$ cat config.mk
export PLATFORM = sky130hd
export DESIGN_NAME = dma_rd_engine
export DESIGN_NICKNAME = d
export VERILOG_FILES = /design/src/cdma_pkg.sv /design/src/dma_rd_engine.sv
export SDC_FILE = /design/constraint.sdc
export NUM_CORES = 1
export LEC_CHECK = 0
export ABC_AREA = 1
export BUFFER_PORTS_ARGS = -buffer_cell sky130_fd_sc_hd__buf_2
export CAP_MARGIN = 0
export CELL_PAD_IN_SITES_DETAIL_PLACEMENT = 1
export CELL_PAD_IN_SITES_GLOBAL_PLACEMENT = 2
export CORE_ASPECT_RATIO = 1.25
export CORE_MARGIN = 2
export CORE_UTILIZATION = 26
export CTS_CLUSTER_DIAMETER = 100
export DETAILED_ROUTE_END_ITERATION = 6
export PLACE_DENSITY = 0.85
export SLEW_MARGIN = 20
export SYNTH_ARGS = -nofsm -noshare
export SYNTH_HDL_FRONTEND = slang
export SYNTH_SLANG_ARGS = --single-unit
$ cat constraint.sdc
create_clock -name aclk -period 2.1 [get_ports aclk]
set_input_delay 0.315 -clock aclk [delete_from_list [all_inputs] [get_ports aclk]]
set_output_delay 0.315 -clock aclk [all_outputs]
set_load 0.05 [all_outputs]
$ cat src/cdma_pkg.sv
// Central DMA shared definitions
`default_nettype none

package cdma_pkg;

  //////////////////////////////
  // Widths
  //////////////////////////////

  // Word address into the on-chip memory
  localparam int ADDR_BITS = 10;
  // One stream or memory word
  localparam int DATA_BITS = 32;
  // Descriptor length in words, zero never issued
  localparam int LEN_BITS = 8;

  //////////////////////////////
  // Types
  //////////////////////////////

  typedef logic [ADDR_BITS-1:0] addr_t;
  typedef logic [DATA_BITS-1:0] data_t;
  typedef logic [LEN_BITS-1:0] len_t;

  // Shared by read and write engines
  typedef enum logic [1:0] {
    IDLE,
    RUN,
    DONE
  } engine_state_t;

endpackage

`default_nettype wire

$ cat src/dma_rd_engine.sv
// DMA read engine
`timescale 1ns/10ps
`default_nettype none

module dma_rd_engine (
  input  wire                    aclk,
  input  wire                    arst_n,
  // Descriptor
  input  wire                    desc_valid,
  output logic                   desc_ready,
  input  wire cdma_pkg::addr_t   desc_addr,
  input  wire cdma_pkg::len_t    desc_len,
  // Memory read port
  output logic                   mem_ren,
  output cdma_pkg::addr_t        mem_raddr,
  input  wire cdma_pkg::data_t   mem_rdata,
  // Stream out
  output cdma_pkg::data_t        tdata,
  output logic                   tvalid,
  input  wire                    tready,
  output logic                   beat_last,
  output logic                   eng_done
);

  cdma_pkg::engine_state_t state;
  cdma_pkg::addr_t rd_addr;
  // Reads left to issue
  cdma_pkg::len_t issue_cnt;
  // Beats left to hand out
  cdma_pkg::len_t beat_cnt;
  logic rd_pend;
  logic out_free;
  logic load;
  logic beat_xfer;

  assign desc_ready = (state == cdma_pkg::IDLE);
  assign eng_done = (state == cdma_pkg::DONE);

  // Output register empties at this edge
  assign out_free = ~tvalid | tready;
  assign beat_xfer = tvalid & tready;

  // No read while the output beat is stalled
  assign mem_ren = (state == cdma_pkg::RUN) && (issue_cnt != '0) && out_free;
  assign mem_raddr = rd_addr;

  // Memory data moves to the output register
  assign load = rd_pend & out_free;

  assign beat_last = tvalid & (beat_cnt == cdma_pkg::len_t'(1));

  //////////////////////////////
  // Control FSM
  //////////////////////////////

  always_ff @(posedge aclk or negedge arst_n) begin
    if (!arst_n) begin
      state     <= cdma_pkg::IDLE;
      rd_addr   <= '0;
      issue_cnt <= '0;
      beat_cnt  <= '0;
    end else begin
      case (state)
        cdma_pkg::IDLE: begin
          if (desc_valid && desc_ready) begin
            rd_addr   <= desc_addr;
            issue_cnt <= desc_len;
            beat_cnt  <= desc_len;
            state     <= cdma_pkg::RUN;
          end
        end
        cdma_pkg::RUN: begin
          if (mem_ren) begin
            rd_addr   <= rd_addr + 1'b1;
            issue_cnt <= issue_cnt - 1'b1;
          end
          // Final beat out ends the descriptor
          if (beat_xfer) begin
            beat_cnt <= beat_cnt - 1'b1;
            if (beat_cnt == cdma_pkg::len_t'(1)) begin
              state <= cdma_pkg::DONE;
            end
          end
        end
        // One-cycle done pulse
        cdma_pkg::DONE: state <= cdma_pkg::IDLE;
        default: state <= cdma_pkg::IDLE;
      endcase
    end
  end

  //////////////////////////////
  // Output stage
  //////////////////////////////

  // rd_pend set while memory rdata holds an unconsumed word
  // Memory keeps rdata when ren is low, so a stalled word waits there
  always_ff @(posedge aclk or negedge arst_n) begin
    if (!arst_n) begin
      rd_pend <= 1'b0;
      tvalid  <= 1'b0;
    end else begin
      if (mem_ren) begin
        rd_pend <= 1'b1;
      end else if (load) begin
        rd_pend <= 1'b0;
      end
      if (load) begin
        tvalid <= 1'b1;
      end else if (tready) begin
        tvalid <= 1'b0;
      end
    end
  end

  always_ff @(posedge aclk) begin
    if (load) begin
      tdata <= mem_rdata;
    end
  end

endmodule

`default_nettype wire

==> impl_metrics.ini, run 1 <==
[yosys]
synth.mux.area_fraction = 0
synthesis.area_um2 = 2930
ys_warn_count = 0
synthCells = 328
syn_area_per_cell_um2 = 8.95
syn_nets = 387
synth_seq_area_share = 0.583
synth_xor_area_frac = 0.00299
synth_fa_ha_area_frac = 0.0213
synth-simple-area-share = 0.244
synth_compound_area_frac = 0.0785
ys_types = 28
synth_top_family_by_area = simple AND/OR/NAND/NOR gates
ys_ff_latch = 62

[final_layout]
layout-drive-gt1-share = 0.298
design_area_um2 = 3880
finish.utilization = 0.352
layout_common_cells = buf_2 (98), nand2_1 (89), inv_1 (37), edfxtp_1 (32)
nets = 493
fill_cells = 1325
final_common_cell = buf_2
num_antenna_cells = 0
area_growth_syn_to_layout_pct = 32.3

[critical_path]
crit_type = flop to output pin
r2r_slack_ns = 0.25
r2r-end = issue_cnt[5]
crit_path_start = state[1]
ff2ff_path_depth = 9
critPathCaptureType = output pin
crit_fanout = 13
crit_arrival_ns = 1.65
crit_end = mem_ren
start_kind = flop
crit_required_ns = 1.78
r2r-start = state[1]

[drt]
drc = 0
final_antenna_net_count = 0
routed_wl_mm = 8.49
wl_met2_mm = 4.26
drt-initial-drc-count = 90
vias = 2609
route.met3.wl_um = 560
first_pass_iters = 4
wl_per_cell_um = 14.8
wl_met1_mm = 3.51
top_layer = met4
via_per_inst = 4.55

[clock_network]
clk_pin_slew_ns = 0.05
cts.sinks = 62
holdBufCountCts = 0
ctsHtreeMaxLevel = 3
cts_buffers = 9
cts_root_buf = clkbuf_16
tritoncts = yes
cts_max_path_buffers = 2
worstSkewPairLatency_ns = 0.33

[pwr]
switching_share = 0.475
clkPwrFrac = 0.213
power_frac_comb = 0.478
p_sw_uw = 3210
leakage_uw = 0.00189
ir_worst_vdd_uv = 515
power_frac_seq = 0.309
power.internal_uw = 3550
total_power_uw = 6760
cellPowerDensity_nw_per_um2 = 1740

[timing]
timing.final.crit_share = 0.933
slew_violations = 0
fin_worst_skew_ns = 0.00457
rsz0062_at_grt = no
fin_ws_ns = 0.140
fin_crit_ns = 1.96
max-slew-margin-rel = 0.519
final_hold_viol_count = 0
setup_tns_ns = 0
fmax_mhz = 510
max_slew.worst_pin.slew_ns = 0.721
finalSetupViolCount = 0

[floorplanning]
core.rowCount = 43
die_w_um = 99.0
coreArea_um2 = 11000
die_h_um = 123
die-area_um2 = 12200
initial_core_util = 0.266
io_pins = 101

[status]
outcome = finished, final reports clean

[global_route]
grt_use_total = 0.143
grt-ovfl-total = 0
grt_pass1_vias = 2689
grt_max_degree = 33
antenna_found_initial = 0
grt_pass1_wl_mm = 13.5

[run]
maxCapViolCount = 0

[placed_design]
dp_hpwl_mm = 6.45
place_congestion = 0.769
io_buffers = 100
pre_cts_slack_ns = 0.321
place_area_um2 = 3560

[min_path]
hold_path.class = primary input to asynchronous set/reset pin
[synth_stat cells]
| library cell | count | area, um^2 |
|---|---|---|
| nand3b_1 | 1 | 7.51 |
| nor2_1 | 30 | 113 |
| clkbuf_1 | 1 | 3.75 |
| nor3_1 | 5 | 25.0 |
| buf_4 | 1 | 7.51 |
| o21ai_0 | 24 | 120 |
| edfxtp_1 | 32 | 961 |
| buf_6 | 2 | 22.5 |
| nand4_1 | 4 | 25.0 |
| o21ai_2 | 1 | 8.76 |
| inv_2 | 1 | 3.75 |
| or2_2 | 4 | 25.0 |
| buf_1 | 1 | 3.75 |
| nand2_2 | 3 | 18.8 |
| a31oi_1 | 1 | 6.26 |
| a22oi_1 | 1 | 7.51 |
| nor4_1 | 1 | 6.26 |
| nand2_4 | 1 | 11.3 |
| dfrtp_1 | 30 | 751 |
| a21oi_1 | 8 | 40.0 |
| nand2_1 | 89 | 334 |
| o211ai_1 | 1 | 7.51 |
| buf_2 | 5 | 25.0 |
| xnor2_1 | 1 | 8.76 |
| inv_1 | 37 | 139 |
| ha_1 | 5 | 62.6 |
| nand3_1 | 30 | 150 |
| o21ai_1 | 8 | 40.0 |
[sequential cells by signal, summed over array words and instances (netlist names)]
register and count:
beat_cnt 8, mem_raddr 10, issue_cnt 8, rd_pend 1, tvalid 1, tdata 32, state 2
[per-layer routing]
metal | GRT usage | vias up
met4 | 0.0625 | 0
li1 | - | 1286
met2 | 0.258 | 86
met1 | 0.159 | 1225
met3 | 0.0364 | 12
met5 | 0 | -
[power by group through the flow]
stage | combinational, uW | clock [uW] | sequential (uW)
2_1_floorplan | 1650 | 0 | 2900
3_3_place_gp | 3120 | 0 | 2100
3_5_place_dp | 3210 | 0 | 2120
4_1_cts | 3240 | 1470 | 2100
5_1_grt | 3620 | 1520 | 2150
6_report | 3230 | 1440 | 2090
[how the worst min path moves through the flow]
stage	to	slack, ns	cells after the start
final	mem_raddr[8]	0.04	1
after global routing	mem_raddr[9]	0.1	1
after CTS	mem_raddr[1]	0.07	1
after detailed placement	mem_raddr[8]	0.43	1
after global placement	mem_raddr[8]	0.43	1
after floorplan	beat_cnt[0]	0.02	0
[kinds of logic after synthesis]
| kind of cell | after synthesis |
|---|---|
| flip-flops | 62 |
| buffers and inverters | 48 |
| adder cells (fa/ha/maj) | 5 |
| AO/OA/AOI/OAI | 44 |
| XOR/XNOR | 1 |
| AND/OR/NAND/NOR | 168 |
[through the flow]
stage	hold WS, ns	std cells
2_1_floorplan	0.0194	328
3_3_place_gp	0.426	555
3_5_place_dp	0.427	555
4_1_cts	0.0687	571
5_1_grt	0.0956	574
6_report	0.0435	574
[final cells by class]
class / count / area [um^2] / area share
tap: 135 / 169 / 0.0435
sequential: 62 / 1710 / 0.441
inverter: 38 / 143 / 0.0368
multi-input combinational: 218 / 1020 / 0.264
clock buffer: 9 / 225 / 0.0580
timing repair buffer: 105 / 543 / 0.140
clock inverter: 7 / 65.1 / 0.0168
[critical path, stage by stage, from the launching register on]
cell	delay [ns]
dfrtp_1	0.39
inv_1	0.09
nand2_2	0.20
nor2_1	0.27
nand2_4	0.09
inv_1	0.07
buf_4	0.19
[repair_timing]
action                     CTS  global route
pin swaps                    0             1
resized for setup            2             1
setup buffers                0             3
setup endpoints to repair    1             2
(Power assumes the default switching activity.)
==> inputs of run 2 (changes only) <==
--- a/config.mk
+++ b/config.mk
@@ -7,7 +7,7 @@
 export LEC_CHECK = 0
 export ABC_AREA = 1
 export BUFFER_PORTS_ARGS = -buffer_cell sky130_fd_sc_hd__buf_2
-export CAP_MARGIN = 0
+export CAP_MARGIN = 20
 export CELL_PAD_IN_SITES_DETAIL_PLACEMENT = 1
 export CELL_PAD_IN_SITES_GLOBAL_PLACEMENT = 2
 export CORE_ASPECT_RATIO = 1.25
==> constraint.sdc (replaced) <==
create_clock -name aclk -period 2.1 [get_ports aclk]
set_input_delay 0.105 -clock aclk [delete_from_list [all_inputs] [get_ports aclk]]
set_output_delay 0.105 -clock aclk [all_outputs]
set_load 0.05 [all_outputs]
==> run 2 against run 1 <==
Sequential power barely moved. Die area did not move. Worst hold slack improved by 0.011 ns. Count of clock-buffer cells in the layout did not move. Maximum frequency rose by 3.7%. Cell area rose by 8.7%. Global-route usage rose by 1.0 points. Critical endpoint unchanged. Sequential share of layout area fell by 3.5 points.
==> impl_metrics.ini, run 2 (synthesis gave the netlist of run 1 again) <==
[global_route]
antenna_found_initial = 0
grt_pass1_vias = 2907
grt_max_degree = 33
grt-ovfl-total = 0
grt_pass1_wl_mm = 14.6
grt_use_total = 0.153

[timing]
timing.final.crit_share = 0.900
fin_worst_skew_ns = 0.00523
fmax_mhz = 529
slew_violations = 0
fin_ws_ns = 0.209
max-slew-margin-rel = 0.514
max_slew.worst_pin.slew_ns = 0.729
rsz0062_at_grt = no
final_hold_viol_count = 0
setup_tns_ns = 0
finalSetupViolCount = 0
fin_crit_ns = 1.89

[final_layout]
layout-drive-gt1-share = 0.275
final_common_cell = buf_2
finalNonFillerCells = 604
finish.utilization = 0.382
top_register = tdata
layout_common_cells = buf_2 (100), nand2_1 (89), inv_1 (37), dlygate4sd3_1 (33), edfxtp_1 (32)
num_antenna_cells = 0
area_growth_syn_to_layout_pct = 43.8
largest_reg_flops = 32
nets = 523
fill_cells = 1289

[critical_path]
crit_arrival_ns = 1.79
crit_type = flop to output pin
crit_fanout = 13
crit_required_ns = 2.00
start_kind = flop
critPathCaptureType = output pin

[drt]
routed_wl_mm = 8.94
via_per_inst = 4.55
vias = 2748
drt-initial-drc-count = 122
first_pass_iters = 4
drc = 0
final_antenna_net_count = 0
wl_per_cell_um = 14.8

[floorplanning]
die_w_um = 99.0
core.rowCount = 43
io_pins = 101
die_h_um = 123
initial_core_util = 0.266
coreArea_um2 = 11000
die-area_um2 = 12200

[clock_network]
cts_buffers = 9
ctsHtreeMaxLevel = 3
clk_pin_slew_ns = 0.05
post-cts-setup-buffers = 0
tritoncts = yes
cts.sinks = 62
worstSkewPairLatency_ns = 0.33
cts_max_path_buffers = 2
cts_root_buf = clkbuf_16

[run]
maxCapViolCount = 0

[placed_design]
dp_cells = 555
place_congestion = 0.776
pre_cts_slack_ns = 0.296
dp_hpwl_mm = 6.30
io_buffers = 100

[pwr]
cellPowerDensity_nw_per_um2 = 1650
leakage_uw = 0.00201
ir_worst_vdd_uv = 431

[status]
outcome = finished, final reports clean

[min_path]
hold_path.class = primary input to flop
## run 2: changes by cell type in the layout (fill, tap and decap cells not counted)
cell | before | now
buf_2 | 98 | 100
clkinv_1 | 1 | 0
clkinvlp_4 | 1 | 4
clkinv_2 | 3 | 0
bufinv_16 | 1 | 2
buf_4 | 6 | 2
dlygate4sd3_1 | 0 | 33
clkbuf_4 | 1 | 0
## run 2: stage by stage
step,hold slack [ns],power (uW),cell area (um^2)
finish,0.0544,6960,4220
global route,0.0954,7510,4220
CTS,0.0589,7020,4210
detailed placement,0.218,5330,3560
global placement,0.208,5220,3560
floorplan,-0.191,4550,2940
## run 2: final cells by class
type | instances | area (um^2) | area share
tap | 135 | 169 | 0.0400
sequential | 62 | 1710 | 0.406
multi-input combinational | 218 | 1020 | 0.243
clock inverter | 7 | 98.8 | 0.0234
inverter | 38 | 143 | 0.0338
timing repair buffer | 135 | 846 | 0.201
clock buffer | 9 | 225 | 0.0534
## run 2: report_power, final
part	switching, uW	internal [uW]	total, uW
clock	566	1040	1610
sequential	328	1770	2100
combinational	2380	869	3250
total	3280	3680	6960
## run 2: timing repair
action | in CTS | in global routing
hold buffers | 33 | 0
gates resized for setup | 0 | 1
endpoints found under the hold margin | 62 | 0
endpoints found under the setup margin | 0 | 1
## run 2: final timing paths
kind                              start           end  slack, ns  cells after the start
max                        issue_cnt[0]       mem_ren       0.21                      8
min                        desc_addr[1]  mem_raddr[1]       0.05                      3
max reg2reg                    state[1]  issue_cnt[3]       0.38                      8
min reg2reg                     rd_pend        tvalid       0.49                      2
max in group asynchronous        arst_n  mem_raddr[1]       1.25                      2
min in group asynchronous        arst_n  mem_raddr[8]       0.38                      2
## run 2: worst max-delay path, cell delays in order, from the launching register on
cell and delay, ns:
dfrtp_1 0.41, inv_1 0.12, ha_1 0.17, inv_1 0.04
nor3_1 0.14, nand2_1 0.12, nand2_4 0.16, inv_1 0.07
buf_2 0.21
## run 2: routing by layer
layer	part of all wire	GRT usage	vias to the layer above	wire, um
li1	-	-	1350	-
met1	0.41	0.175	1291	3660
met2	0.51	0.281	97	4540
met3	0.072	0.0399	10	643
met4	0.011	0.0437	0	95
met5	0	0	-	0
==> inputs of run 3 (changes only) <==
--- a/config.mk
+++ b/config.mk
@@ -10,8 +10,8 @@
 export CAP_MARGIN = 20
 export CELL_PAD_IN_SITES_DETAIL_PLACEMENT = 1
 export CELL_PAD_IN_SITES_GLOBAL_PLACEMENT = 2
-export CORE_ASPECT_RATIO = 1.25
-export CORE_MARGIN = 2
+export CORE_ASPECT_RATIO = 0.6
+export CORE_MARGIN = 4
 export CORE_UTILIZATION = 26
 export CTS_CLUSTER_DIAMETER = 100
 export DETAILED_ROUTE_END_ITERATION = 6
==> run 3 against run 2 <==
Routed wire length is 18% higher. Clock power is 3% higher. Combinational power is 3% higher. First-iteration DRC count is 35% higher. Register-to-register slack worse by 0.06 ns. Clock skew is 0.0018 ns higher. Critical endpoint is now beat_last. Sequential share of layout area is 0.19 points lower. Cell count is 0.99% higher. Flip-flop and latch count stayed put. Cell area is 0.47% higher. Largest power group unchanged.
==> impl_metrics.ini, run 3 (synthesis gave the netlist of run 1 again) <==
[critical_path]
crit_chain = inv_1 -> nand2_1 -> nor2_1 -> nand4_1 -> nor2_1 -> buf_2
start_kind = flop
crit_fanout = 5
crit_required_ns = 2.00
crit_arrival_ns = 1.82
cpMostUsedCell = nor2_1
critPathCaptureType = output pin
crit_type = flop to output pin
slowest_stage = dfrtp_1
crit_path_max_incr_delay_ns = 0.39

[clock_network]
cts_buffers = 9
ctsHtreeMaxLevel = 3
tritoncts = yes
cts_resized = 0
worstSkewPairLatency_ns = 0.33
post-cts-setup-buffers = 0
cts_root_buf = clkbuf_16
holdBufCountCts = 33
cts_max_path_buffers = 2
cts.sinks = 62
clk_pin_slew_ns = 0.05

[drt]
drc = 0
via_per_inst = 4.55
wl_per_cell_um = 17.4
routed_wl_mm = 10.6
first_pass_iters = 5
final_antenna_net_count = 0
drt-initial-drc-count = 165
vias = 2773

[timing]
fmax_mhz = 520
max_slew.worst_pin.slew_ns = 0.783
max-slew-margin-rel = 0.478
finalSetupViolCount = 0
fin_crit_ns = 1.92
setup_tns_ns = 0
holdWs_ns = 0.0616
slew_violations = 0
final_hold_viol_count = 0
fin_ws_ns = 0.177
rsz0062_at_grt = no
timing.final.crit_share = 0.916
fin_worst_skew_ns = 0.00702

[global_route]
grt_pass1_vias = 2920
grt-ovfl-total = 0
grt_max_degree = 33
grt_use_total = 0.164
antenna_found_initial = 1
grt_pass1_wl_mm = 16.7

[placed_design]
io_buffers = 100
dp_cells = 560
place_area_um2 = 3570
place_congestion = 0.763
dp_hpwl_mm = 7.04
pre_cts_slack_ns = 0.331

[pwr]
power_frac_comb = 0.470
power.internal_uw = 3750
p_sw_uw = 3390
ir_worst_vdd_uv = 582
cellPowerDensity_nw_per_um2 = 1680
clkPwrFrac = 0.233
power_frac_seq = 0.297
switching_share = 0.474
leakage_uw = 0.00203

[final_layout]
layout_common_cells = buf_2 (100), nand2_1 (89), inv_1 (37), dlygate4sd3_1 (33), edfxtp_1 (32)
design_area_um2 = 4240
finalNonFillerCells = 610
area_growth_syn_to_layout_pct = 44.4
regArea_um2 = 1710
final_common_cell = buf_2
nets = 524
top_register = tdata
largest_reg_flops = 32
fill_cells = 1274
multi_input_area_um2 = 1020
layout-drive-gt1-share = 0.277

[min_path]
hold_path.class = primary input to flop

[floorplanning]
initial_core_util = 0.272
core.rowCount = 29
coreArea_um2 = 10800
io_pins = 101
die_h_um = 90.3
die-area_um2 = 13100
die_w_um = 145

[run]
maxCapViolCount = 0

[status]
outcome = finished, final reports clean
[run 3: changes by cell type in the layout (fill, tap and decap cells not counted)]
cell	delta
clkbuf_8	+2
clkinv_2	+1
clkinvlp_4	-3
buf_4	+1
nand2_2	+1
diode_2	+1
nand2_4	-1
[run 3: path summary, 6_finish.rpt]
kind                                    from      endpoint  slack [ns]  cells after the start
worst min register to register       rd_pend        tvalid        0.50                      2
max in group asynchronous             arst_n   beat_cnt[7]        1.19                      2
worst max register to register      state[0]   beat_cnt[7]        0.32                      6
worst min-delay path            desc_addr[1]  mem_raddr[1]        0.06                      3
min in group asynchronous             arst_n   beat_cnt[1]        0.40                      2
worst max-delay path             beat_cnt[3]     beat_last        0.18                      6
[run 3: layer usage]
metal	GRT usage	wire (um)	vias up	share of wire
met5	0	0	-	0
met4	0.0624	214	0	0.020
met3	0.0386	425	12	0.040
met2	0.265	5030	64	0.48
met1	0.216	4910	1342	0.46
li1	-	-	1355	-
[run 3: area by class of cell]
type / count / share of cell area
clock buffers: 11 / 0.0596
well taps: 139 / 0.0410
multi-input cells: 218 / 0.241
clock inverters: 5 / 0.0192
repair buffers: 136 / 0.201
flip-flops and latches: 62 / 0.404
inverters: 38 / 0.0337
diodes: 1 / 0.000590
[run 3: per-stage QoR]
step | power, uW | util
CTS | 7140 | 0.393
global route | 7610 | 0.393
detailed placement | 5420 | 0.331
floorplan | 4550 | -
finish | 7140 | 0.393
global placement | 5300 | 0.331
[run 3: worst max-delay path, delay by kind of cell (launching register included)]
kind          cells  cell delay, ns
simple gates      4            0.71
flops             1            0.39
buf+inv           2            0.39
[run 3: power groups by stage]
stage	registers [uW]	clock network, uW	logic, uW
3_3_place_gp	2100	0	3200
3_5_place_dp	2130	0	3290
5_1_grt	2170	1760	3680
4_1_cts	2110	1670	3370
6_report	2120	1660	3360
2_1_floorplan	2900	0	1650
