==> config.mk <==
export PLATFORM = sky130hd
export DESIGN_NAME = dma_wr_engine
export DESIGN_NICKNAME = d
export VERILOG_FILES = /design/src/cdma_pkg.sv /design/src/dma_wr_engine.sv
export SDC_FILE = /design/constraint.sdc
export NUM_CORES = 1
export LEC_CHECK = 0
export BUFFER_PORTS_ARGS = -buffer_cell sky130_fd_sc_hd__buf_4
export CORE_MARGIN = 3
export CORE_UTILIZATION = 25
export DETAILED_ROUTE_END_ITERATION = 12
export PLACE_DENSITY = 0.51
export SYNTH_ARGS = -nofsm -noshare
export SYNTH_HDL_FRONTEND = slang
export SYNTH_SLANG_ARGS = --single-unit
==> constraint.sdc <==
create_clock -name aclk -period 4.3 [get_ports aclk]
set_input_delay 0.43 -clock aclk [delete_from_list [all_inputs] [get_ports aclk]]
set_output_delay 0.43 -clock aclk [all_outputs]
set_load 0.005 [all_outputs]
==> src/cdma_pkg.sv <==
// Central DMA shared definitions
`default_nettype none

package cdma_pkg;

  //////////////////////////////
  // Widths
  //////////////////////////////

  // Word address into the on-chip memory
  localparam int ADDR_BITS = 10;
  // One stream or memory word
  localparam int DATA_BITS = 32;
  // Descriptor length in words, zero never issued
  localparam int LEN_BITS = 8;

  //////////////////////////////
  // Types
  //////////////////////////////

  typedef logic [ADDR_BITS-1:0] addr_t;
  typedef logic [DATA_BITS-1:0] data_t;
  typedef logic [LEN_BITS-1:0] len_t;

  // Shared by read and write engines
  typedef enum logic [1:0] {
    IDLE,
    RUN,
    DONE
  } engine_state_t;

endpackage

`default_nettype wire

==> src/dma_wr_engine.sv <==
// DMA write engine
`timescale 1ns/10ps
`default_nettype none

module dma_wr_engine (
  input  wire                    aclk,
  input  wire                    arst_n,
  // Descriptor
  input  wire                    desc_valid,
  output logic                   desc_ready,
  input  wire cdma_pkg::addr_t   desc_addr,
  input  wire cdma_pkg::len_t    desc_len,
  // Stream in
  input  wire cdma_pkg::data_t   tdata,
  input  wire                    tvalid,
  output logic                   tready,
  // Memory write port
  output logic                   mem_wen,
  output cdma_pkg::addr_t        mem_waddr,
  output cdma_pkg::data_t        mem_wdata,
  output logic                   eng_done
);

  cdma_pkg::engine_state_t state;
  cdma_pkg::addr_t wr_addr;
  // Words still expected
  cdma_pkg::len_t word_cnt;
  logic accept;

  assign desc_ready = (state == cdma_pkg::IDLE);
  assign eng_done = (state == cdma_pkg::DONE);

  // Take a word every cycle in RUN
  assign tready = (state == cdma_pkg::RUN);
  assign accept = tvalid & tready;

  // Accepted word goes to memory in the same cycle
  assign mem_wen = accept;
  assign mem_waddr = wr_addr;
  assign mem_wdata = tdata;

  //////////////////////////////
  // Control FSM
  //////////////////////////////

  always_ff @(posedge aclk or negedge arst_n) begin
    if (!arst_n) begin
      state    <= cdma_pkg::IDLE;
      wr_addr  <= '0;
      word_cnt <= '0;
    end else begin
      case (state)
        cdma_pkg::IDLE: begin
          if (desc_valid && desc_ready) begin
            wr_addr  <= desc_addr;
            word_cnt <= desc_len;
            state    <= cdma_pkg::RUN;
          end
        end
        // Stalled stream just waits here
        cdma_pkg::RUN: begin
          if (accept) begin
            wr_addr  <= wr_addr + 1'b1;
            word_cnt <= word_cnt - 1'b1;
            if (word_cnt == cdma_pkg::len_t'(1)) begin
              state <= cdma_pkg::DONE;
            end
          end
        end
        cdma_pkg::DONE: state <= cdma_pkg::IDLE;
        default: state <= cdma_pkg::IDLE;
      endcase
    end
  end

endmodule

`default_nettype wire

==> out/summary.txt, run 1 <==
outcome = finished, final reports clean
reg2reg setup slack = 2030 ps
Final ANT Viol Nets = 0
share of layout cells above drive strength 1 = 26.8%
net count reported at finish = 237
via count = 1276
Crit path required time = 3870 ps
Die H = 83.5 µm
Hold Path Class = in2async
family with the most delay on the worst path = flip-flops
FMAX = 0.405 GHz
# diodes = 0
final wirelength = 3730 µm
met2 routed WL = 1660 µm
number of synthesized flops with an enable pin = 0
CP peak stage delay = 850 ps
Hold-fix buffers, CTS = 0
Ports = 100
Final min period = 2470 ps
Netlist cell types = 39
CP Cell Sequence = nor2b_1, buf_4, buf_4
RSZ-0062 raised after global routing = false
Setup TNS Final = 0 ps
Clock Skew = 3.34 ps
Final Power = 1.08 mW
M1 WL = 1710 µm
Top Layer Used = met4
fin cells = 251
final hold vios = 0
Layout area overhead = 8.41%
CTS root buf = clkbuf_8
total global-route track usage = 10.8%
Post-Syn Area = 1500 µm²
clk buf depth = 2
WL/cell = 14.9 µm
Seq/Total Area, Yosys = 33.3%
clock latency on the worst-skew pair = 270 ps
Worst-Margin Slew = 936 ps
CTS H-tree depth = 1
post-synthesis sequential element count = 20
Crit-path slowest cell = dfrtp_1
global route overflow = 0
Inst Count DP = 247
initial core utilization = 26.5%
Ys Warns = 0
leading area contributor after synthesis = dfrtp_1
Core Region = 5680 µm²
Worst Path Arrival = 2040 ps
Pwr Density = 661 nW/µm²
Worst Reg-to-Reg Cells = 4
Worst setup SP type = flip-flop
Most Frequent Cell on Critical Path = buf_4
Primary FF master, synth = dfrtp_1
Worst VDD drop = 0.243 mV
pins over their slew limit = 0
die width = 83.5 µm
IO buf count = 35
CP max FO = 26
DR WL met3 = 333 µm
Synth async-reset ratio = 100%
Crit Path Category = reg2out
Post-Syn Nets = 237
Rows = 27
reg2reg end = mem_waddr[5]
drt drc = 0
routed vias/inst = 5.08
initial antenna violation count = 0
Final setup viols = 0
P_leak = 0.708 nW
vias in the first global route = 1222
CTS Sinks = 20
Die Area = 6980 µm²
max cap viols = 0
Synth area leaders = dfrtp_1 33%, buf_4 16%, a21oi_1 6.0%
Detailed Place HPWL = 2670 µm
Fillers = 630
final hold slack = 32.3 ps
Synth Instances = 180
CTS tree = yes
worst r2r src = state[0]
postcts setup bufs = 0
average size of a mapped cell = 8.35 µm²
CP Buf/Inv Count = 2
crit share post-route = 57.5%
GPL Wtd Cong = 0.817
1st-iter DRT viols = 82
Yosys top cell area share = 33.3%
CTS clk-pin slew, worst paths = 80 ps
first-pass GRT wire length = 6190 µm
CTS buffer count = 3
worst relative slew slack = 37.6%
post-cts repair resize count = 0
pin count of the biggest net entering global routing = 27
Pre-antenna DRT Iters = 4
CP endpoint kind = output pin
registers in the layout, summed over array words and instances, names as in the netlist:
name	cells
mem_waddr	10
word_cnt	8
state	2
logic make-up after synthesis:
| kind of cell | count (synthesis) | share of synthesized area, % |
|---|---|---|
| multiplexers | 2 | 1.33 |
| AND/OR/NAND/NOR | 57 | 20.8 |
| AO/OA/AOI/OAI | 54 | 22.1 |
| adder cells (fa/ha/maj) | 3 | 2.50 |
| buffers and inverters | 44 | 20.0 |
| flip-flops | 20 | 33.3 |
metrics by stage:
step                      util (%)  setup slack [ps]  area, µm²
after floorplan                  -              2880       1500
after global placement        27.7              2070       1570
after detailed placement      27.7              2020       1570
after CTS                     28.7              1830       1630
after global routing          28.7              1620       1630
final                         28.7              1830       1630
placed cells by master (no fill, tap or decap), types with 2 or more instances in the layout:
cell type	synthesis	layout
nor3b_1	2	2
nor2_1	10	10
nand4_1	5	5
ha_1	3	3
and4_1	2	2
o22ai_1	8	8
nand3_1	4	4
buf_4	32	36
a2bb2oi_1	2	2
o21ai_0	16	16
clkbuf_8	0	4
mux2i_1	2	2
and3_1	2	2
a21oi_1	18	18
a31o_2	2	2
nor4_1	2	2
dfrtp_1	20	20
nand2_1	16	16
nor2b_1	3	3
inv_1	3	3
nor3_1	3	3
area by class of cell:
| type | count | area, µm² | share of cell area, % |
|---|---|---|---|
| Clock buffer | 4 | 55.1 | 3.38 |
| Inverter | 3 | 11.3 | 0.691 |
| Multi-Input combinational cell | 116 | 702 | 43.1 |
| Sequential cell | 20 | 500 | 30.7 |
| Tap cell | 72 | 90.1 | 5.53 |
| Timing Repair Buffer | 36 | 270 | 16.6 |
cells in the mapped netlist, types with 2 or more instances:
cell / n
nand2_1: 16
nand3_1: 4
nand4_1: 5
mux2i_1: 2
a21oi_1: 18
clkbuf_1: 2
nor3_1: 3
and3_1: 2
a2bb2oi_1: 2
nor2b_1: 3
buf_2: 6
nor3b_1: 2
nor2_1: 10
ha_1: 3
o22ai_1: 8
inv_1: 3
and4_1: 2
a31o_2: 2
dfrtp_1: 20
o21ai_0: 16
nor4_1: 2
buf_4: 32
how the worst max path moves through the flow:
stage | startpoint | end | cells after the start
after floorplan | word_cnt[0] | word_cnt[6] | 6
after global placement | state[0] | word_cnt[0] | 4
after detailed placement | state[0] | mem_waddr[5] | 4
after CTS | state[0] | tready | 3
after global routing | state[0] | tready | 3
final | state[0] | tready | 3
layer usage:
| layer | vias to the layer above | global-route usage (%) |
|---|---|---|
| met3 | 2 | 3.26 |
| met2 | 47 | 16.7 |
| met4 | 0 | 3.22 |
| met1 | 615 | 14.4 |
| met5 | - | 0 |
| li1 | 612 | - |
power by group:
part           internal, mW  total, mW  leakage [nW]  switching [mW]
logic                 0.258      0.500         0.441           0.242
registers             0.276      0.425         0.238           0.148
clock network        0.0817      0.153        0.0288          0.0714
(Power assumes the default switching activity.)
==> run 2, diff against run 1 <==
--- a/config.mk
+++ b/config.mk
@@ -5,11 +5,12 @@
 export SDC_FILE = /design/constraint.sdc
 export NUM_CORES = 1
 export LEC_CHECK = 0
+export ABC_AREA = 1
 export BUFFER_PORTS_ARGS = -buffer_cell sky130_fd_sc_hd__buf_4
 export CORE_MARGIN = 3
 export CORE_UTILIZATION = 25
 export DETAILED_ROUTE_END_ITERATION = 12
-export PLACE_DENSITY = 0.51
+export PLACE_DENSITY = 0.52
 export SYNTH_ARGS = -nofsm -noshare
 export SYNTH_HDL_FRONTEND = slang
 export SYNTH_SLANG_ARGS = --single-unit
==> constraint.sdc (replaced) <==
create_clock -name aclk -period 2 [get_ports aclk]
set_input_delay 0.2 -clock aclk [delete_from_list [all_inputs] [get_ports aclk]]
set_output_delay 0.2 -clock aclk [all_outputs]
set_load 0.005 [all_outputs]
==> run 2 against run 1 <==
Compared with the run above:
- register-to-register slack got worse by 1700 ps
- critical endpoint unchanged
- via count increased by 8.1%
- sequential power increased by 100%
- wire length increased by 3.0%
- sequential share of layout area decreased by 2.9 points
- synthesized area increased by 11%
- clock-buffer cell count decreased by 1
==> out/summary.txt, run 2 <==
outcome = finished, final reports clean
FMAX = 0.567 GHz
1st-iter DRT viols = 49 (-40%)
initial core utilization = 26.1% (-0.40 points)
Pwr Density = 1680 nW/µm² (+150%)
WL/cell = 11.9 µm (-20%)
post-synthesis sequential element count = 20 (unchanged)
CTS Sinks = 20 (unchanged)
post-cts repair resize count = 0 (unchanged)
Worst setup SP type = flip-flop
RSZ-0062 raised after global routing = false
average size of a mapped cell = 6.80 µm² (-19%)
Post-Syn Area = 1670 µm² (+11%)
Seq/Total Area, Yosys = 30.1% (-3.3 points)
Synth area leaders = dfrtp_1 30%, buf_4 15%, nand2_1 15%
Post-Syn Nets = 302 (+27%)
clock latency on the worst-skew pair = 260 ps (about the same)
initial antenna violation count = 0 (unchanged)
max reg flops = 10 (unchanged)
Die H = 87.6 µm (+4.9%)
Hold Path Class = in2reg
Crit Path Category = reg2out
final hold vios = 0 (unchanged)
Crit path required time = 1800 ps (-2070 ps)
Synth async-reset ratio = 100% (unchanged)
Worst Hold Depth = 5
Pre-antenna DRT Iters = 4 (unchanged)
global route overflow = 0 (unchanged)
post-route setup slack = 236 ps (-1590 ps)
Ys Warns = 0 (unchanged)
GPL Wtd Cong = 0.777 (-4.8%)
Worst VDD drop = 0.648 mV (+170%)
Post-Place Worst Slack = 383 ps (-1640 ps)
CP peak stage delay = 610 ps (-240 ps)
Final min period = 1760 ps
CP endpoint kind = output pin
total global-route track usage = 10.7% (-0.086 points)
worst relative slew slack = 71.3% (+34 points)
CTS H-tree depth = 1 (unchanged)
leading area contributor after synthesis = dfrtp_1
# diodes = 0 (unchanged)
via count = 1379 (+8.1%)
Int Pwr = 1.58 mW (+160%)
Netlist cell types = 21 (-46%)
Setup TNS Final = 0 ps (unchanged)
Yosys top cell area share = 30.1% (-3.3 points)
Final ANT Viol Nets = 0 (unchanged)
max cap viols = 0 (unchanged)
Gate power share = 57.6% (+11 points)
Util after Layout = 28.2% (-0.51 points)
Worst-Margin Slew = 430 ps (-506 ps)
Final setup viols = 0 (unchanged)
P_leak = 0.933 nW (+32%)
Commonest cells post-synth = 65 x nand2_1, 43 x nor2_1, 34 x buf_4
IO buf count = 35 (unchanged)
sequential power share = 28.5% (-11 points)
Worst Path Arrival = 1560 ps (-480 ps)
Net Switching = 1.44 mW (+210%)
Synth Instances = 245 (+36%)
fin cells = 323 (+29%)
routed vias/inst = 4.27 (-16%)
CP max FO = 22 (-15%)
Layout area overhead = 8.11%
CTS root buf = clkbuf_8
vias in the first global route = 1424 (+17%)
Crit-path slowest cell = dfrtp_1
crit share post-route = 88.2%
die width = 87.6 µm (+4.9%)
pin count of the biggest net entering global routing = 27 (unchanged)
net count reported at finish = 304 (+28%)
CTS clk-pin slew, worst paths = 80 ps (about the same)
CP Cell Sequence = nand2_4, inv_2, buf_4
Clock Skew = 1.73 ps (-1.62 ps)
Core Region = 6390 µm² (+13%)
CTS tree = yes
Switching Share = 47.7% (+4.8 points)
first-pass GRT wire length = 6590 µm (+6.5%)
number of synthesized flops with an enable pin = 0 (unchanged)
final wirelength = 3840 µm (+3.0%)
clk buf depth = 2 (unchanged)
Ports = 100 (unchanged)
Rows = 29 (+7.4%)
Worst Reg-to-Reg Cells = 6 (+2)
share of layout cells above drive strength 1 = 21.5% (-5.3 points)
drt drc = 0 (unchanged)
clock network power share = 13.9% (-0.3 points)
Detailed Place HPWL = 2910 µm (+9.0%)
Die Area = 7680 µm² (+10%)
pins over their slew limit = 0 (unchanged)
postcts setup bufs = 0 (unchanged)
Primary FF master, synth = dfrtp_1
count leader, synth = nand2_1
CTS buffer count = 3 (unchanged)
Inst Count DP = 318 (+29%)
most frequent cells in the layout = 65 x nand2_1, 43 x nor2_1, 35 x buf_4
commonest non-fill, non-tap cell in the layout = nand2_1
-- run 2: final cells by class --
cell class	count	area (µm²)
tap	77	96.3
clock inverter	1	30.0
timing repair buffer	36	273
multi-input combinational	162	769
inverter	24	90.1
sequential	20	500
fill	706	4590
clock buffer	3	41.3
-- run 2: per-stage QoR --
stage                     hold WS (ps)  power (mW)  cell area [µm²]
after floorplan                  -95.6        2.26             1670
after detailed placement           107        2.62             1720
final                              254        3.02             1800
after global routing               278        3.40             1800
after CTS                          249        3.05             1800
after global placement             106        2.62             1720
-- run 2: final timing paths --
kind | startpoint | to | slack (ps)
min in group asynchronous | arst_n | mem_waddr[2] | 360
worst max-delay path | state[0] | tready | 240
worst min-delay path | desc_len[0] | word_cnt[0] | 250
worst min register to register | word_cnt[7] | word_cnt[7] | 510
worst max register to register | state[0] | word_cnt[2] | 380
max in group asynchronous | arst_n | word_cnt[2] | 1430
-- run 2: worst max-delay path: cells and delay by family, from the launching register on --
kind                   cells  cell delay [ps]
DFF                        1              610
buffers and inverters      2              510
and+or+nand+nor            1              170
-- run 2: routing by layer --
metal | share of wire, % | GRT usage, % | wire length, µm | up-vias
li1 | - | - | - | 733
met5 | 0 | 0 | 0 | -
met2 | 47 | 17.9 | 1810 | 30
met4 | 0.36 | 2.09 | 14 | 0
met3 | 5.0 | 2.07 | 191 | 2
met1 | 47 | 14.3 | 1820 | 614
-- run 2: power groups by stage --
stage	logic (mW)	clock network (mW)	registers [mW]
4_1_cts	1.76	0.428	0.861
3_5_place_dp	1.76	0	0.863
5_1_grt	2.05	0.441	0.904
2_1_floorplan	1.46	0	0.798
3_3_place_gp	1.76	0	0.864
6_report	1.74	0.419	0.861
-- run 2: repair_timing --
| action | CTS | global route |
|---|---|---|
| setup endpoints to repair | 0 | 0 |
| endpoints found under the hold margin | 20 | 0 |
| hold buffers | 1 | 0 |
-- run 2: cell families after synthesis --
family	synth area share (%)
and+or+nand+nor	32.9
buffers and inverters	23.7
AOI/OAI and AO/OA	9.47
DFF	30.1
xor gates and xnor gates	1.58
adders and majority gates	2.25
==> run 3, diff against run 2 <==
--- a/config.mk
+++ b/config.mk
@@ -5,12 +5,13 @@
 export SDC_FILE = /design/constraint.sdc
 export NUM_CORES = 1
 export LEC_CHECK = 0
-export ABC_AREA = 1
 export BUFFER_PORTS_ARGS = -buffer_cell sky130_fd_sc_hd__buf_4
+export CELL_PAD_IN_SITES_DETAIL_PLACEMENT = 0
+export CELL_PAD_IN_SITES_GLOBAL_PLACEMENT = 1
 export CORE_MARGIN = 3
 export CORE_UTILIZATION = 25
 export DETAILED_ROUTE_END_ITERATION = 12
-export PLACE_DENSITY = 0.52
+export PLACE_DENSITY = 0.73
 export SYNTH_ARGS = -nofsm -noshare
 export SYNTH_HDL_FRONTEND = slang
 export SYNTH_SLANG_ARGS = --single-unit
==> run 3 against run 2 <==
Compared with the run above:
- total power decreased by 21%
- final cell count decreased by 20%
- clock power decreased by 24%
- register-to-register slack improved by 70 ps
- combinational power decreased by 32%
- via count decreased by 8.3%
- utilization increased by 1.3 points
- setup slack improved by 62 ps
- maximum frequency increased by 3.7%
- critical path depth increased by 1
- sequential power about the same
==> out/summary.txt, run 3 (same netlist as run 1, synthesis figures left out) <==
outcome = finished, final reports clean
CTS tree = yes
drt drc = 0 (unchanged)
Final min period = 1700 ps (-62.3 ps)
CTS Sinks = 20 (unchanged)
commonest non-fill, non-tap cell in the layout = buf_4
first-pass GRT wire length = 6320 µm (-4.1%)
global route overflow = 0 (unchanged)
CTS clk-pin slew, worst paths = 80 ps (about the same)
routed vias/inst = 4.92 (+15%)
final hold slack = 195 ps (-59.5 ps)
reg2reg setup slack = 450 ps (+70 ps)
Layout area overhead = 11.6%
share of layout cells above drive strength 1 = 28.6% (+7.1 points)
Pwr Density = 1410 nW/µm² (-16%)
Die H = 83.5 µm (-4.7%)
Worst Path Arrival = 1500 ps (-60 ps)
most frequent cells in the layout = 41 x buf_4, 20 x dfrtp_1, 18 x a21oi_1
Die Area = 6980 µm² (-9.1%)
CP Cell Sequence = nor2b_1, buf_4, and2_1, buf_4
clock latency on the worst-skew pair = 260 ps (about the same)
worst relative slew slack = 70.8% (-0.55 points)
pins over their slew limit = 0 (unchanged)
CTS H-tree depth = 1 (unchanged)
pin count of the biggest net entering global routing = 21 (-22%)
worst r2r src = word_cnt[0]
Crit path required time = 1800 ps (about the same)
WL/cell = 14.7 µm (+24%)
1st-iter DRT viols = 73 (+49%)
crit share post-route = 85.1% (-3.1 points)
Worst Reg-to-Reg Cells = 6 (unchanged)
via count = 1265 (-8.3%)
Worst-Margin Slew = 435 ps (+4.93 ps)
Detailed Place HPWL = 2860 µm (-1.7%)
total global-route track usage = 11.1% (+0.44 points)
Final Power = 2.37 mW (-21%)
Crit-path slowest cell = dfrtp_1
CTS root buf = clkbuf_8
final wirelength = 3790 µm (-1.4%)
clk buf depth = 2 (unchanged)
CP endpoint kind = output pin
net count reported at finish = 243 (-20%)
max cap viols = 0 (unchanged)
die width = 83.5 µm (-4.7%)
reg2reg end = word_cnt[6]
vias in the first global route = 1254 (-12%)
initial core utilization = 26.5% (+0.40 points)
hold endpoint = mem_waddr[3]
Hold Path Class = in2reg
Setup TNS Final = 0 ps (unchanged)
initial antenna violation count = 0 (unchanged)
Most Frequent Cell on Critical Path = buf_4
IO buf count = 35 (unchanged)
CP max FO = 11 (-50%)
family with the most delay on the worst path = flip-flops
HP Start = desc_addr[3]
Rows = 27 (-6.9%)
# diodes = 0 (unchanged)
final instance area = 1680 µm² (-6.9%)
Worst VDD drop = 0.374 mV (-42%)
GPL Wtd Cong = 0.803 (+3.3%)
CTS buffer count = 3 (unchanged)
Clock Skew = 5.46 ps (+3.74 ps)
Final ANT Viol Nets = 0 (unchanged)
Final setup viols = 0 (unchanged)
Core Region = 5680 µm² (-11%)
CP peak stage delay = 520 ps (-90 ps)
final hold vios = 0 (unchanged)
Crit Path Category = reg2out
RSZ-0062 raised after global routing = false
Fillers = 639 (-9.5%)
DP Area = 1610 µm² (-6.3%)
FMAX = 0.588 GHz (+3.7%)
Pre-antenna DRT Iters = 4 (unchanged)
max reg flops = 10 (unchanged)
CP Buf/Inv Count = 2 (unchanged)
P_leak = 0.734 nW (-21%)
Worst setup SP type = flip-flop
Worst Hold Depth = 2 (-3)
Ports = 100 (unchanged)
==> run 3: cell types whose count changed in the layout (fill, tap and decap cells not counted), moves of 3 or more <==
cell | previous run | this run
o22ai_1 | 0 | 8
nor3_1 | 0 | 3
a21oi_1 | 1 | 18
o21ai_0 | 11 | 16
nor2b_1 | 0 | 3
nand3_1 | 19 | 4
inv_1 | 22 | 3
nor2_1 | 43 | 10
o21ai_2 | 8 | 0
nand2_1 | 65 | 16
buf_4 | 35 | 41
==> run 3: area by class of cell <==
class	instances	area (µm²)	share of cell area (%)
clock buffers	4	55.1	3.28
inverters	3	11.3	0.672
multi-input cells	116	702	41.9
flip-flops and latches	20	500	29.9
well taps	72	90.1	5.37
repair buffers	42	318	19.0
==> run 3: power by group <==
| part | leakage, nW | switching [mW] | internal [mW] | total, mW |
|---|---|---|---|---|
| clock network | 0.0288 | 0.144 | 0.175 | 0.320 |
| registers | 0.238 | 0.264 | 0.595 | 0.859 |
| logic | 0.468 | 0.587 | 0.606 | 1.19 |
| total | 0.734 | 0.995 | 1.38 | 2.37 |
==> run 3: per-layer routing <==
| metal | GRT usage, % | share of wire [%] | vias to the layer above |
|---|---|---|---|
| li1 | - | - | 630 |
| met2 | 17.2 | 46 | 49 |
| met1 | 15.3 | 46 | 582 |
| met3 | 2.67 | 6.6 | 4 |
| met5 | 0 | 0 | - |
| met4 | 3.36 | 1.1 | 0 |
==> run 3: stage by stage <==
step | setup slack (ps) | util (%) | cells
after floorplan | 581 | - | 180
after detailed placement | 452 | 28.4 | 252
final | 299 | 29.5 | 257
after global placement | 513 | 28.4 | 252
after global routing | 201 | 29.5 | 257
after CTS | 313 | 29.5 | 257
==> run 3: what timing repair did <==
item | 4_1_cts | 5_1_grt
buffers inserted | 0 | 0
gates resized for setup | 0 | 0
hold buffers | 1 | 0
endpoints found under the hold margin | 20 | 0
==> run 3: how the worst max path moves through the flow <==
stage	to	cells past startpoint	startpoint	slack, ps
global placement	mem_waddr[3]	3	state[0]	510
finish	mem_wen	4	state[1]	300
global route	mem_wen	4	state[1]	200
floorplan	word_cnt[6]	6	word_cnt[0]	580
CTS	mem_wen	4	state[1]	310
detailed placement	word_cnt[6]	6	word_cnt[0]	450
